==> src/verilog/rv_isa_pkg.sv <==
`default_nettype none

package rv_isa_pkg;

  localparam int XLEN = 32;

  // Major opcode, instruction bits 6:2
  typedef enum logic [4:0] {
    OPCODE_LOAD     = 5'b00000,
    OPCODE_MISC_MEM = 5'b00011,
    OPCODE_OP_IMM   = 5'b00100,
    OPCODE_AUIPC    = 5'b00101,
    OPCODE_STORE    = 5'b01000,
    OPCODE_OP       = 5'b01100,
    OPCODE_LUI      = 5'b01101,
    OPCODE_BRANCH   = 5'b11000,
    OPCODE_JALR     = 5'b11001,
    OPCODE_JAL      = 5'b11011,
    OPCODE_SYSTEM   = 5'b11100
  } opcode_t;

  // Bits 1:0 of every 32-bit encoding
  localparam logic [1:0] INST_LOW_32 = 2'b11;

  // Arithmetic funct3
  localparam logic [2:0] FUNCT3_ADD  = 3'b000;
  localparam logic [2:0] FUNCT3_SLL  = 3'b001;
  localparam logic [2:0] FUNCT3_SLT  = 3'b010;
  localparam logic [2:0] FUNCT3_SLTU = 3'b011;
  localparam logic [2:0] FUNCT3_XOR  = 3'b100;
  localparam logic [2:0] FUNCT3_SR   = 3'b101;
  localparam logic [2:0] FUNCT3_OR   = 3'b110;
  localparam logic [2:0] FUNCT3_AND  = 3'b111;

  // Branch funct3
  localparam logic [2:0] FUNCT3_BEQ  = 3'b000;
  localparam logic [2:0] FUNCT3_BNE  = 3'b001;
  localparam logic [2:0] FUNCT3_BLT  = 3'b100;
  localparam logic [2:0] FUNCT3_BGE  = 3'b101;
  localparam logic [2:0] FUNCT3_BLTU = 3'b110;
  localparam logic [2:0] FUNCT3_BGEU = 3'b111;

  typedef struct packed {
    logic [6:0] funct7;
    logic [4:0] rs2;
    logic [4:0] rs1;
    logic [2:0] funct3;
    logic [4:0] rd;
    opcode_t    opcode;
    logic [1:0] quadrant;
  } r_fmt_t;

  typedef struct packed {
    logic [11:0] imm_11_0;
    logic [4:0]  rs1;
    logic [2:0]  funct3;
    logic [4:0]  rd;
    opcode_t     opcode;
    logic [1:0]  quadrant;
  } i_fmt_t;

  typedef struct packed {
    logic [6:0] imm_11_5;
    logic [4:0] rs2;
    logic [4:0] rs1;
    logic [2:0] funct3;
    logic [4:0] imm_4_0;
    opcode_t    opcode;
    logic [1:0] quadrant;
  } s_fmt_t;

  typedef struct packed {
    logic       imm_12;
    logic [5:0] imm_10_5;
    logic [4:0] rs2;
    logic [4:0] rs1;
    logic [2:0] funct3;
    logic [3:0] imm_4_1;
    logic       imm_11;
    opcode_t    opcode;
    logic [1:0] quadrant;
  } b_fmt_t;

  typedef struct packed {
    logic [19:0] imm_31_12;
    logic [4:0]  rd;
    opcode_t     opcode;
    logic [1:0]  quadrant;
  } u_fmt_t;

  typedef struct packed {
    logic       imm_20;
    logic [9:0] imm_10_1;
    logic       imm_11;
    logic [7:0] imm_19_12;
    logic [4:0] rd;
    opcode_t    opcode;
    logic [1:0] quadrant;
  } j_fmt_t;

  // Same word, read per format
  typedef union packed {
    r_fmt_t r_fmt;
    i_fmt_t i_fmt;
    s_fmt_t s_fmt;
    b_fmt_t b_fmt;
    u_fmt_t u_fmt;
    j_fmt_t j_fmt;
  } rv_inst_t;

endpackage

`default_nettype wire

==> src/verilog/exec_pipe_pkg.sv <==
`default_nettype none

package exec_pipe_pkg;

  import rv_isa_pkg::*;

  typedef struct packed {
    logic            valid;
    logic [XLEN-1:0] pc;
    rv_inst_t        inst;
    logic [XLEN-1:0] rs1_data;
    logic [XLEN-1:0] rs2_data;
  } issue_t;

  // Stage 1 output
  typedef struct packed {
    logic            valid;
    logic [XLEN-1:0] pc;
    rv_inst_t        inst;
    logic [XLEN-1:0] imm;
    logic [XLEN-1:0] rs1_data;
    logic [XLEN-1:0] rs2_data;
    logic [4:0]      rd_addr;
    logic            rd_wb;
    logic            illegal;
  } decoded_op_t;

  typedef struct packed {
    logic            valid;
    logic [XLEN-1:0] data;
  } alu_result_t;

  // Also carries the destination fields to stage 3
  typedef struct packed {
    logic            valid;
    logic [XLEN-1:0] npc;
    logic [XLEN-1:0] link;
    logic            is_jump;
    logic [4:0]      rd_addr;
    logic            rd_wb;
    logic            illegal;
  } flow_result_t;

  typedef struct packed {
    logic            valid;
    logic            rd_wb;
    logic [4:0]      rd_addr;
    logic [XLEN-1:0] rd_data;
    logic [XLEN-1:0] npc;
    logic            illegal;
  } retire_t;

endpackage

`default_nettype wire

==> src/verilog/inst_decoder.sv <==
`timescale 1ns/1ps
`default_nettype none

module inst_decoder
  import rv_isa_pkg::*;
  import exec_pipe_pkg::*;
(
  input  wire         clk,
  input  wire         nrst,
  input  wire issue_t i_issue,
  output decoded_op_t o_op
);

  rv_inst_t        inst;
  opcode_t         opcode;
  logic [XLEN-1:0] imm;
  logic            illegal;
  logic            writes_rd;
  decoded_op_t     op_d;

  assign inst   = i_issue.inst;
  assign opcode = inst.r_fmt.opcode;

  // Immediate by format
  always_comb begin
    case (opcode)
      OPCODE_STORE: begin
        imm = {{20{inst.s_fmt.imm_11_5[6]}}, inst.s_fmt.imm_11_5, inst.s_fmt.imm_4_0};
      end
      OPCODE_LUI, OPCODE_AUIPC: begin
        imm = {inst.u_fmt.imm_31_12, 12'h000};
      end
      OPCODE_JAL: begin
        imm = {{12{inst.j_fmt.imm_20}}, inst.j_fmt.imm_19_12, inst.j_fmt.imm_11,
               inst.j_fmt.imm_10_1, 1'b0};
      end
      OPCODE_BRANCH: begin
        imm = {{20{inst.b_fmt.imm_12}}, inst.b_fmt.imm_11, inst.b_fmt.imm_10_5,
               inst.b_fmt.imm_4_1, 1'b0};
      end
      default: begin
        imm = {{20{inst.i_fmt.imm_11_0[11]}}, inst.i_fmt.imm_11_0};
      end
    endcase
  end

  // Memory, fence and system opcodes have no path here
  assign illegal = (inst.r_fmt.quadrant != INST_LOW_32) ||
                   !(opcode inside {OPCODE_OP, OPCODE_OP_IMM, OPCODE_LUI, OPCODE_AUIPC,
                                    OPCODE_JAL, OPCODE_JALR, OPCODE_BRANCH});

  assign writes_rd = (opcode inside {OPCODE_OP, OPCODE_OP_IMM, OPCODE_LUI, OPCODE_AUIPC,
                                     OPCODE_JAL, OPCODE_JALR}) &&
                     (inst.r_fmt.rd != 5'd0) && !illegal;

  always_comb begin
    op_d.valid    = i_issue.valid;
    op_d.pc       = i_issue.pc;
    op_d.inst     = inst;
    op_d.imm      = imm;
    op_d.rs1_data = i_issue.rs1_data;
    op_d.rs2_data = i_issue.rs2_data;
    op_d.rd_addr  = inst.r_fmt.rd;
    op_d.rd_wb    = writes_rd;
    op_d.illegal  = illegal;
  end

  always_ff @(posedge clk) begin
    o_op <= op_d;
    if (!nrst) begin
      o_op.valid <= 1'b0;
    end
  end

  // x0 is never written anywhere downstream
  a_no_x0_write : assert property (@(posedge clk) disable iff (!nrst)
    o_op.valid && o_op.rd_wb |-> o_op.rd_addr != 5'd0)
    else $error("decoded write-back to x0");

endmodule

`default_nettype wire

==> src/verilog/int_alu.sv <==
`timescale 1ns/1ps
`default_nettype none

module int_alu
  import rv_isa_pkg::*;
  import exec_pipe_pkg::*;
(
  input  wire              clk,
  input  wire              nrst,
  input  wire decoded_op_t i_op,
  output alu_result_t      o_alu
);

  opcode_t         opcode;
  logic [2:0]      funct3;
  logic [XLEN-1:0] src1;
  logic [XLEN-1:0] src2;
  logic [2:0]      operation;
  logic            alternate;
  logic [4:0]      shamt;
  logic [XLEN-1:0] result;
  alu_result_t     alu_d;

  assign opcode = i_op.inst.r_fmt.opcode;
  assign funct3 = i_op.inst.r_fmt.funct3;

  // Operand select
  always_comb begin
    if (opcode == OPCODE_LUI) begin
      src1 = '0;
    end else if (opcode inside {OPCODE_AUIPC, OPCODE_JAL}) begin
      src1 = i_op.pc;
    end else begin
      src1 = i_op.rs1_data;
    end
    if (opcode inside {OPCODE_OP_IMM, OPCODE_LUI, OPCODE_AUIPC, OPCODE_JAL, OPCODE_JALR}) begin
      src2 = i_op.imm;
    end else begin
      src2 = i_op.rs2_data;
    end
  end

  // Bit 30 selects SUB and SRA
  always_comb begin
    if (opcode inside {OPCODE_OP, OPCODE_OP_IMM}) begin
      operation = funct3;
    end else begin
      operation = FUNCT3_ADD;
    end
    if (opcode == OPCODE_OP) begin
      alternate = i_op.inst.r_fmt.funct7[5];
    end else if (opcode == OPCODE_OP_IMM && funct3 == FUNCT3_SR) begin
      alternate = i_op.inst.r_fmt.funct7[5];
    end else begin
      alternate = 1'b0;
    end
  end

  assign shamt = src2[4:0];

  always_comb begin
    case (operation)
      FUNCT3_ADD:  result = alternate ? src1 - src2 : src1 + src2;
      FUNCT3_SLL:  result = src1 << shamt;
      FUNCT3_SLT:  result = {31'd0, $signed(src1) < $signed(src2)};
      FUNCT3_SLTU: result = {31'd0, src1 < src2};
      FUNCT3_XOR:  result = src1 ^ src2;
      FUNCT3_SR:   result = alternate ? $unsigned($signed(src1) >>> shamt) : src1 >> shamt;
      FUNCT3_OR:   result = src1 | src2;
      default:     result = src1 & src2;
    endcase
  end

  assign alu_d.valid = i_op.valid;
  assign alu_d.data  = result;

  always_ff @(posedge clk) begin
    o_alu <= alu_d;
    if (!nrst) begin
      o_alu.valid <= 1'b0;
    end
  end

endmodule

`default_nettype wire

==> src/verilog/branch_unit.sv <==
`timescale 1ns/1ps
`default_nettype none

module branch_unit
  import rv_isa_pkg::*;
  import exec_pipe_pkg::*;
(
  input  wire              clk,
  input  wire              nrst,
  input  wire decoded_op_t i_op,
  output flow_result_t     o_flow
);

  opcode_t         opcode;
  logic            is_eq;
  logic            is_lt;
  logic            is_ltu;
  logic            taken;
  logic [XLEN-1:0] link;
  logic [XLEN-1:0] jalr_target;
  flow_result_t    flow_d;

  assign opcode = i_op.inst.r_fmt.opcode;

  // Own comparator, independent of the ALU
  assign is_eq  = i_op.rs1_data == i_op.rs2_data;
  assign is_lt  = $signed(i_op.rs1_data) < $signed(i_op.rs2_data);
  assign is_ltu = i_op.rs1_data < i_op.rs2_data;

  always_comb begin
    case (i_op.inst.b_fmt.funct3)
      FUNCT3_BEQ:  taken = is_eq;
      FUNCT3_BNE:  taken = !is_eq;
      FUNCT3_BLT:  taken = is_lt;
      FUNCT3_BGE:  taken = !is_lt;
      FUNCT3_BLTU: taken = is_ltu;
      FUNCT3_BGEU: taken = !is_ltu;
      default:     taken = 1'b0;
    endcase
  end

  assign link        = i_op.pc + 32'd4;
  assign jalr_target = i_op.rs1_data + i_op.imm;

  always_comb begin
    flow_d.valid   = i_op.valid;
    flow_d.link    = link;
    flow_d.is_jump = !i_op.illegal && (opcode inside {OPCODE_JAL, OPCODE_JALR});
    flow_d.rd_addr = i_op.rd_addr;
    flow_d.rd_wb   = i_op.rd_wb;
    flow_d.illegal = i_op.illegal;
    if (i_op.illegal) begin
      flow_d.npc = link;
    end else if (opcode == OPCODE_JAL || (opcode == OPCODE_BRANCH && taken)) begin
      flow_d.npc = i_op.pc + i_op.imm;
    end else if (opcode == OPCODE_JALR) begin
      flow_d.npc = {jalr_target[XLEN-1:1], 1'b0};
    end else begin
      flow_d.npc = link;
    end
  end

  always_ff @(posedge clk) begin
    o_flow <= flow_d;
    if (!nrst) begin
      o_flow.valid <= 1'b0;
    end
  end

endmodule

`default_nettype wire

==> src/verilog/writeback_merge.sv <==
`timescale 1ns/1ps
`default_nettype none

module writeback_merge
  import exec_pipe_pkg::*;
(
  input  wire               clk,
  input  wire               nrst,
  input  wire alu_result_t  i_alu,
  input  wire flow_result_t i_flow,
  output retire_t           o_retire
);

  retire_t retire_d;

  always_comb begin
    retire_d.valid   = i_alu.valid & i_flow.valid;
    retire_d.rd_wb   = i_flow.rd_wb;
    retire_d.rd_addr = i_flow.rd_addr;
    retire_d.npc     = i_flow.npc;
    retire_d.illegal = i_flow.illegal;
    // Jumps write the return address
    if (i_flow.is_jump) begin
      retire_d.rd_data = i_flow.link;
    end else begin
      retire_d.rd_data = i_alu.data;
    end
  end

  // Output is a one-cycle pulse, zero otherwise
  always_ff @(posedge clk) begin
    if (!nrst || !retire_d.valid) begin
      o_retire <= '0;
    end else begin
      o_retire <= retire_d;
    end
  end

  // Stage 2 paths advance together
  a_stage2_lockstep : assert property (@(posedge clk) disable iff (!nrst)
    i_alu.valid == i_flow.valid)
    else $error("ALU valid out of step with the flow path");

  a_illegal_no_wb : assert property (@(posedge clk) disable iff (!nrst)
    o_retire.valid && o_retire.illegal |-> !o_retire.rd_wb)
    else $error("illegal instruction retired with write-back");

endmodule

`default_nettype wire

==> src/verilog/exec_core.sv <==
`timescale 1ns/1ps
`default_nettype none

module exec_core
  import exec_pipe_pkg::*;
(
  input  wire         clk,
  input  wire         nrst,
  input  wire issue_t i_issue,
  output retire_t     o_retire
);

  decoded_op_t  s1_op;
  alu_result_t  s2_alu;
  flow_result_t s2_flow;

  inst_decoder u_inst_decoder (
    .clk     (clk),
    .nrst    (nrst),
    .i_issue (i_issue),
    .o_op    (s1_op)
  );

  // Stage 2 paths run side by side
  int_alu u_int_alu (
    .clk   (clk),
    .nrst  (nrst),
    .i_op  (s1_op),
    .o_alu (s2_alu)
  );

  branch_unit u_branch_unit (
    .clk    (clk),
    .nrst   (nrst),
    .i_op   (s1_op),
    .o_flow (s2_flow)
  );

  writeback_merge u_writeback_merge (
    .clk      (clk),
    .nrst     (nrst),
    .i_alu    (s2_alu),
    .i_flow   (s2_flow),
    .o_retire (o_retire)
  );

endmodule

`default_nettype wire

==> config.mk <==
export PLATFORM = sky130hd
export DESIGN_NAME = exec_core
export DESIGN_NICKNAME = d
export VERILOG_FILES = /design/src/verilog/rv_isa_pkg.sv /design/src/verilog/exec_pipe_pkg.sv /design/src/verilog/inst_decoder.sv /design/src/verilog/int_alu.sv /design/src/verilog/branch_unit.sv /design/src/verilog/writeback_merge.sv /design/src/verilog/exec_core.sv
export SDC_FILE = /design/constraint.sdc
export NUM_CORES = 1
export LEC_CHECK = 0
export BUFFER_PORTS_ARGS = -buffer_cell sky130_fd_sc_hd__buf_2
export CAP_MARGIN = 15
export CORE_MARGIN = 3
export CORE_UTILIZATION = 45
export CTS_CLUSTER_DIAMETER = 100
export DETAILED_ROUTE_END_ITERATION = 12
export PLACE_DENSITY = 0.65
export SLEW_MARGIN = 20
export SYNTH_ARGS = -nofsm -noshare
export SYNTH_HDL_FRONTEND = slang
export SYNTH_SLANG_ARGS = --single-unit
==> constraint.sdc <==
create_clock -name clk -period 5.79 [get_ports clk]
set_input_delay 1.158 -clock clk [delete_from_list [all_inputs] [get_ports clk]]
set_output_delay 1.158 -clock clk [all_outputs]
set_load 0.02 [all_outputs]
==> results.rst <==
.. list-table::
   :header-rows: 1

   * - Metric
     - Value
   * - Number of hold violations in the final report
     - 0
   * - Seq pwr share
     - 35.3%
   * - Pin count of the biggest net entering global routing
     - 57
   * - Relative area change from synthesis to final layout
     - 12.9%
   * - Part of the total power dissipated in the clock network
     - approximately 33%
   * - Portion of total power attributed to combinational logic
     - a little under a third
   * - Post-CTS clock slew at the launch and capture registers of the worst setup and hold paths
     - 60 ps
   * - Max-cap violation count
     - 0
   * - Slew at the pin with the worst max-slew slack
     - 1240 ps
   * - Post-synthesis instance area
     - 22700 sq um
   * - IO Port Bufs
     - 202
   * - Hold bufs inserted after CTS
     - 0
   * - Clock Latency Late Sink
     - about 560 ps
   * - Wire length of the first global-routing pass
     - 146 mm
   * - Fin nets
     - between 3000 and 4000
   * - Fraction of final layout cells with drive strength greater than 1
     - about 13%
   * - Startpoint type of the worst setup path
     - flop
   * - Sw frac
     - 35.7%
   * - Worst-case reg-to-reg path depth
     - 14
   * - Top post-synthesis cells by area
     - dfxtp_1 (28%), ha_1 (11%), mux2i_1 (8.3%)
   * - All-layer global routing usage
     - 36.5%
   * - H-tree depth
     - 2
   * - Remaining antenna violation count after routing
     - 0
   * - Max FO, Critical Path
     - 10
   * - # rows
     - 81
   * - Area of all placed cells without fillers
     - 25600 sq um
   * - First DRT Iteration DRCs
     - about 3100
   * - Clock tree from TritonCTS
     - yes
   * - Most area-hungry cell type in the Yosys netlist
     - dfxtp_1
   * - Die height
     - between 200 and 250 um
   * - Initial core utilization
     - 46.0%
   * - Sequential area share after synthesis
     - ~28%
   * - Detailed-route wire length
     - 101 mm
   * - Synthesized flop and latch total
     - 322
   * - Average footprint of a synthesized cell
     - 8.10 sq um
   * - Post-detail-place hpwl
     - 79.3 mm
   * - Clk sink count
     - 322
   * - Hold wc startpoint
     - u_inst_decoder.o_op[1]$_DFF_P_
   * - Number of unique standard cell types used by synthesis
     - 98
   * - Clock skew
     - 35.6 ps
   * - Boundary pin count
     - 203
   * - Final period utilization
     - 91.9%
   * - Switching power total
     - around 2.6 mW
   * - Number of buffers created by CTS
     - 35
   * - Post-layout utilization of the core
     - 51.9%
   * - RSZ-0062 raised after global routing
     - no
   * - Top_reg_cell synth
     - dfxtp_1
   * - Critical path data required time
     - 6230 ps
   * - Class of the most critical hold timing path
     - flop to flop
   * - Average vias per placed instance
     - 6.36
   * - Maximum achievable frequency
     - 188 MHz
   * - Vias
     - 23200
   * - Root Buffer Master
     - clkbuf_16
   * - Drc violations
     - 0
   * - Minimum clock period after layout
     - 5320 ps
   * - DR WL/cell
     - 27.7 um
   * - Post-Syn Instances
     - 2801
   * - Total power divided by cell area
     - 281 nW/um^2
   * - Leakage component of the power
     - 11.5 nW
   * - Post-route total power
     - 7.19 mW
   * - Global placer's final weighted congestion
     - between 1 and 1.5
   * - Hold WS
     - 326 ps
   * - Start of the worst register-to-register path
     - u_inst_decoder.o_op[106]$_DFF_P_
   * - Antenna violations before repair
     - 5
   * - Leading cell type in the layout, fill and taps excluded
     - dfxtp_1
   * - Setup violation total in the final timing report
     - 0
   * - Hold Path End
     - u_branch_unit.o_flow[1]$_DFF_P_
   * - Internal cell power
     - 4.62 mW
   * - Yosys warning total
     - 0
   * - Worst hold stages
     - 0
   * - Final TNS setup
     - 0 ps
   * - Proportion of synthesized flip-flops having asynchronous set or reset
     - 0%
   * - Drt first pass iters
     - 6
   * - Slew Limit Headroom
     - between 15 and 20%
   * - Number of global-route vias before repair
     - 22000
   * - Placement-stage cell area
     - 24400 sq um
   * - Result of the run
     - complete, no violations
   * - Classification of the worst setup path
     - flop to flop
   * - X dimension of the die
     - 231 um
   * - Register-to-register setup slack
     - approximately 470 ps
   * - Final Max Slew Viols
     - 0
   * - Post-synth EDFFs
     - 0
   * - CORE AREA
     - 49400 sq um
   * - Total gr overflow
     - 0
   * - Type of destination of the critical path
     - flop
   * - Buffers from clock root to sink, at most
     - 3
   * - Top-area cell type share of the netlist area
     - 28.4%
   * - Most frequent cells in the layout
     - dfxtp_1 (320), nand2_1 (225), nor2_1 (211)
   * - Worst path arrival time
     - between 5000 and 6000 ps
   * - Area of the die
     - 53200 sq um
   * - Number of nets in the synthesized netlist
     - 3127
   * - Capture instance of the worst register-to-register path
     - u_int_alu.o_alu[26]$_DFF_P_
   * - Maximum vdd drop
     - 0.000235 V
==> worst max-delay path, cell delays in order, from the launching register on <==
cell      delay, ps
dfxtp_1         440
and4b_1         330
o21ai_2         410
buf_4           290
mux2i_1         740
ha_1            410
o21bai_1        140
a221oi_1        380
a21oi_1         210
o31a_1          390
a211oi_1        670
nor3_1          180
mux2i_1         220
mux2i_1         110
o32a_1          290
==> layout make-up <==
cell class,instances,area [sq um]
Fill cell,4826,23700
Tap cell,664,831
Antenna cell,1,2.50
Clock buffer,44,961
Clock inverter,19,267
Sequential cell,322,6450
Multi-Input combinational cell,2125,14800
Timing Repair Buffer,271,1540
Inverter,194,731
==> sequential cells by signal, indices dropped and copies added, names as in the netlist <==
name and flops:
u_writeback_merge.o_retire 72, u_int_alu.o_alu 32, u_branch_unit.o_flow 73, u_inst_decoder.o_op 145
==> layer usage <==
layer / track usage (%) / wire [um]
met3: 8.07 / 9660
met2: 56.6 / 44000
met4: 14.4 / 4640
met5: 0 / 55
met1: 49.5 / 42300
==> power by group through the flow <==
stage	Clock (mW)	Combinational [mW]	Sequential, mW
4_1_cts	2.41	2.18	2.54
3_3_place_gp	0	2.17	2.59
3_5_place_dp	0	2.17	2.59
6_report	2.39	2.26	2.54
2_1_floorplan	0	1.49	2.51
5_1_grt	2.50	2.42	2.55
==> cells by family after synthesis <==
| group | after synthesis | synth area share (%) |
|---|---|---|
| compound gates | 843 | 24.4 |
| simple gates | 779 | 16.6 |
| buf+inv | 354 | 6.45 |
| flops | 322 | 28.4 |
| mux | 208 | 9.40 |
| fa+ha+maj | 195 | 10.9 |
| xor+xnor | 100 | 3.86 |
==> how the worst max path moves through the flow <==
stage                                                start                          end  slack [ps]  cells past startpoint
after floorplan           u_inst_decoder.o_op[106]$_DFF_P_  u_int_alu.o_alu[27]$_DFF_P_         920                     18
after global placement    u_inst_decoder.o_op[105]$_DFF_P_  u_int_alu.o_alu[26]$_DFF_P_         770                     13
after detailed placement  u_inst_decoder.o_op[106]$_DFF_P_  u_int_alu.o_alu[26]$_DFF_P_         570                     14
after CTS                 u_inst_decoder.o_op[106]$_DFF_P_  u_int_alu.o_alu[26]$_DFF_P_         570                     14
after global routing      u_inst_decoder.o_op[106]$_DFF_P_   u_int_alu.o_alu[0]$_DFF_P_          70                     14
final                     u_inst_decoder.o_op[106]$_DFF_P_  u_int_alu.o_alu[26]$_DFF_P_         470                     14
==> Yosys cell counts (29+ instances only) <==
cell / instances
o22ai_1: 36
and3_1: 58
dfxtp_1: 322
a21oi_1: 204
o21ai_0: 169
o211ai_1: 36
nand2_1: 225
nand4_1: 29
mux2i_1: 188
nor3_1: 45
a21o_1: 34
clkbuf_1: 98
ha_1: 191
buf_2: 34
a211oi_1: 36
inv_1: 187
xnor2_1: 74
nor2_1: 211
nand3_1: 76
a31oi_1: 44
==> what timing repair did <==
action                                  in CTS  in global routing
endpoints found under the setup margin       0                  1
setup buffers                                0                  0
resized for setup                            0                  1
==> metrics by stage <==
step	std cells	worst slack [ps]
global placement	3576	765
CTS	3639	566
detailed placement	3576	573
floorplan	2801	921
global route	3639	72.6
finish	3640	467
(Power assumes the default switching activity.)
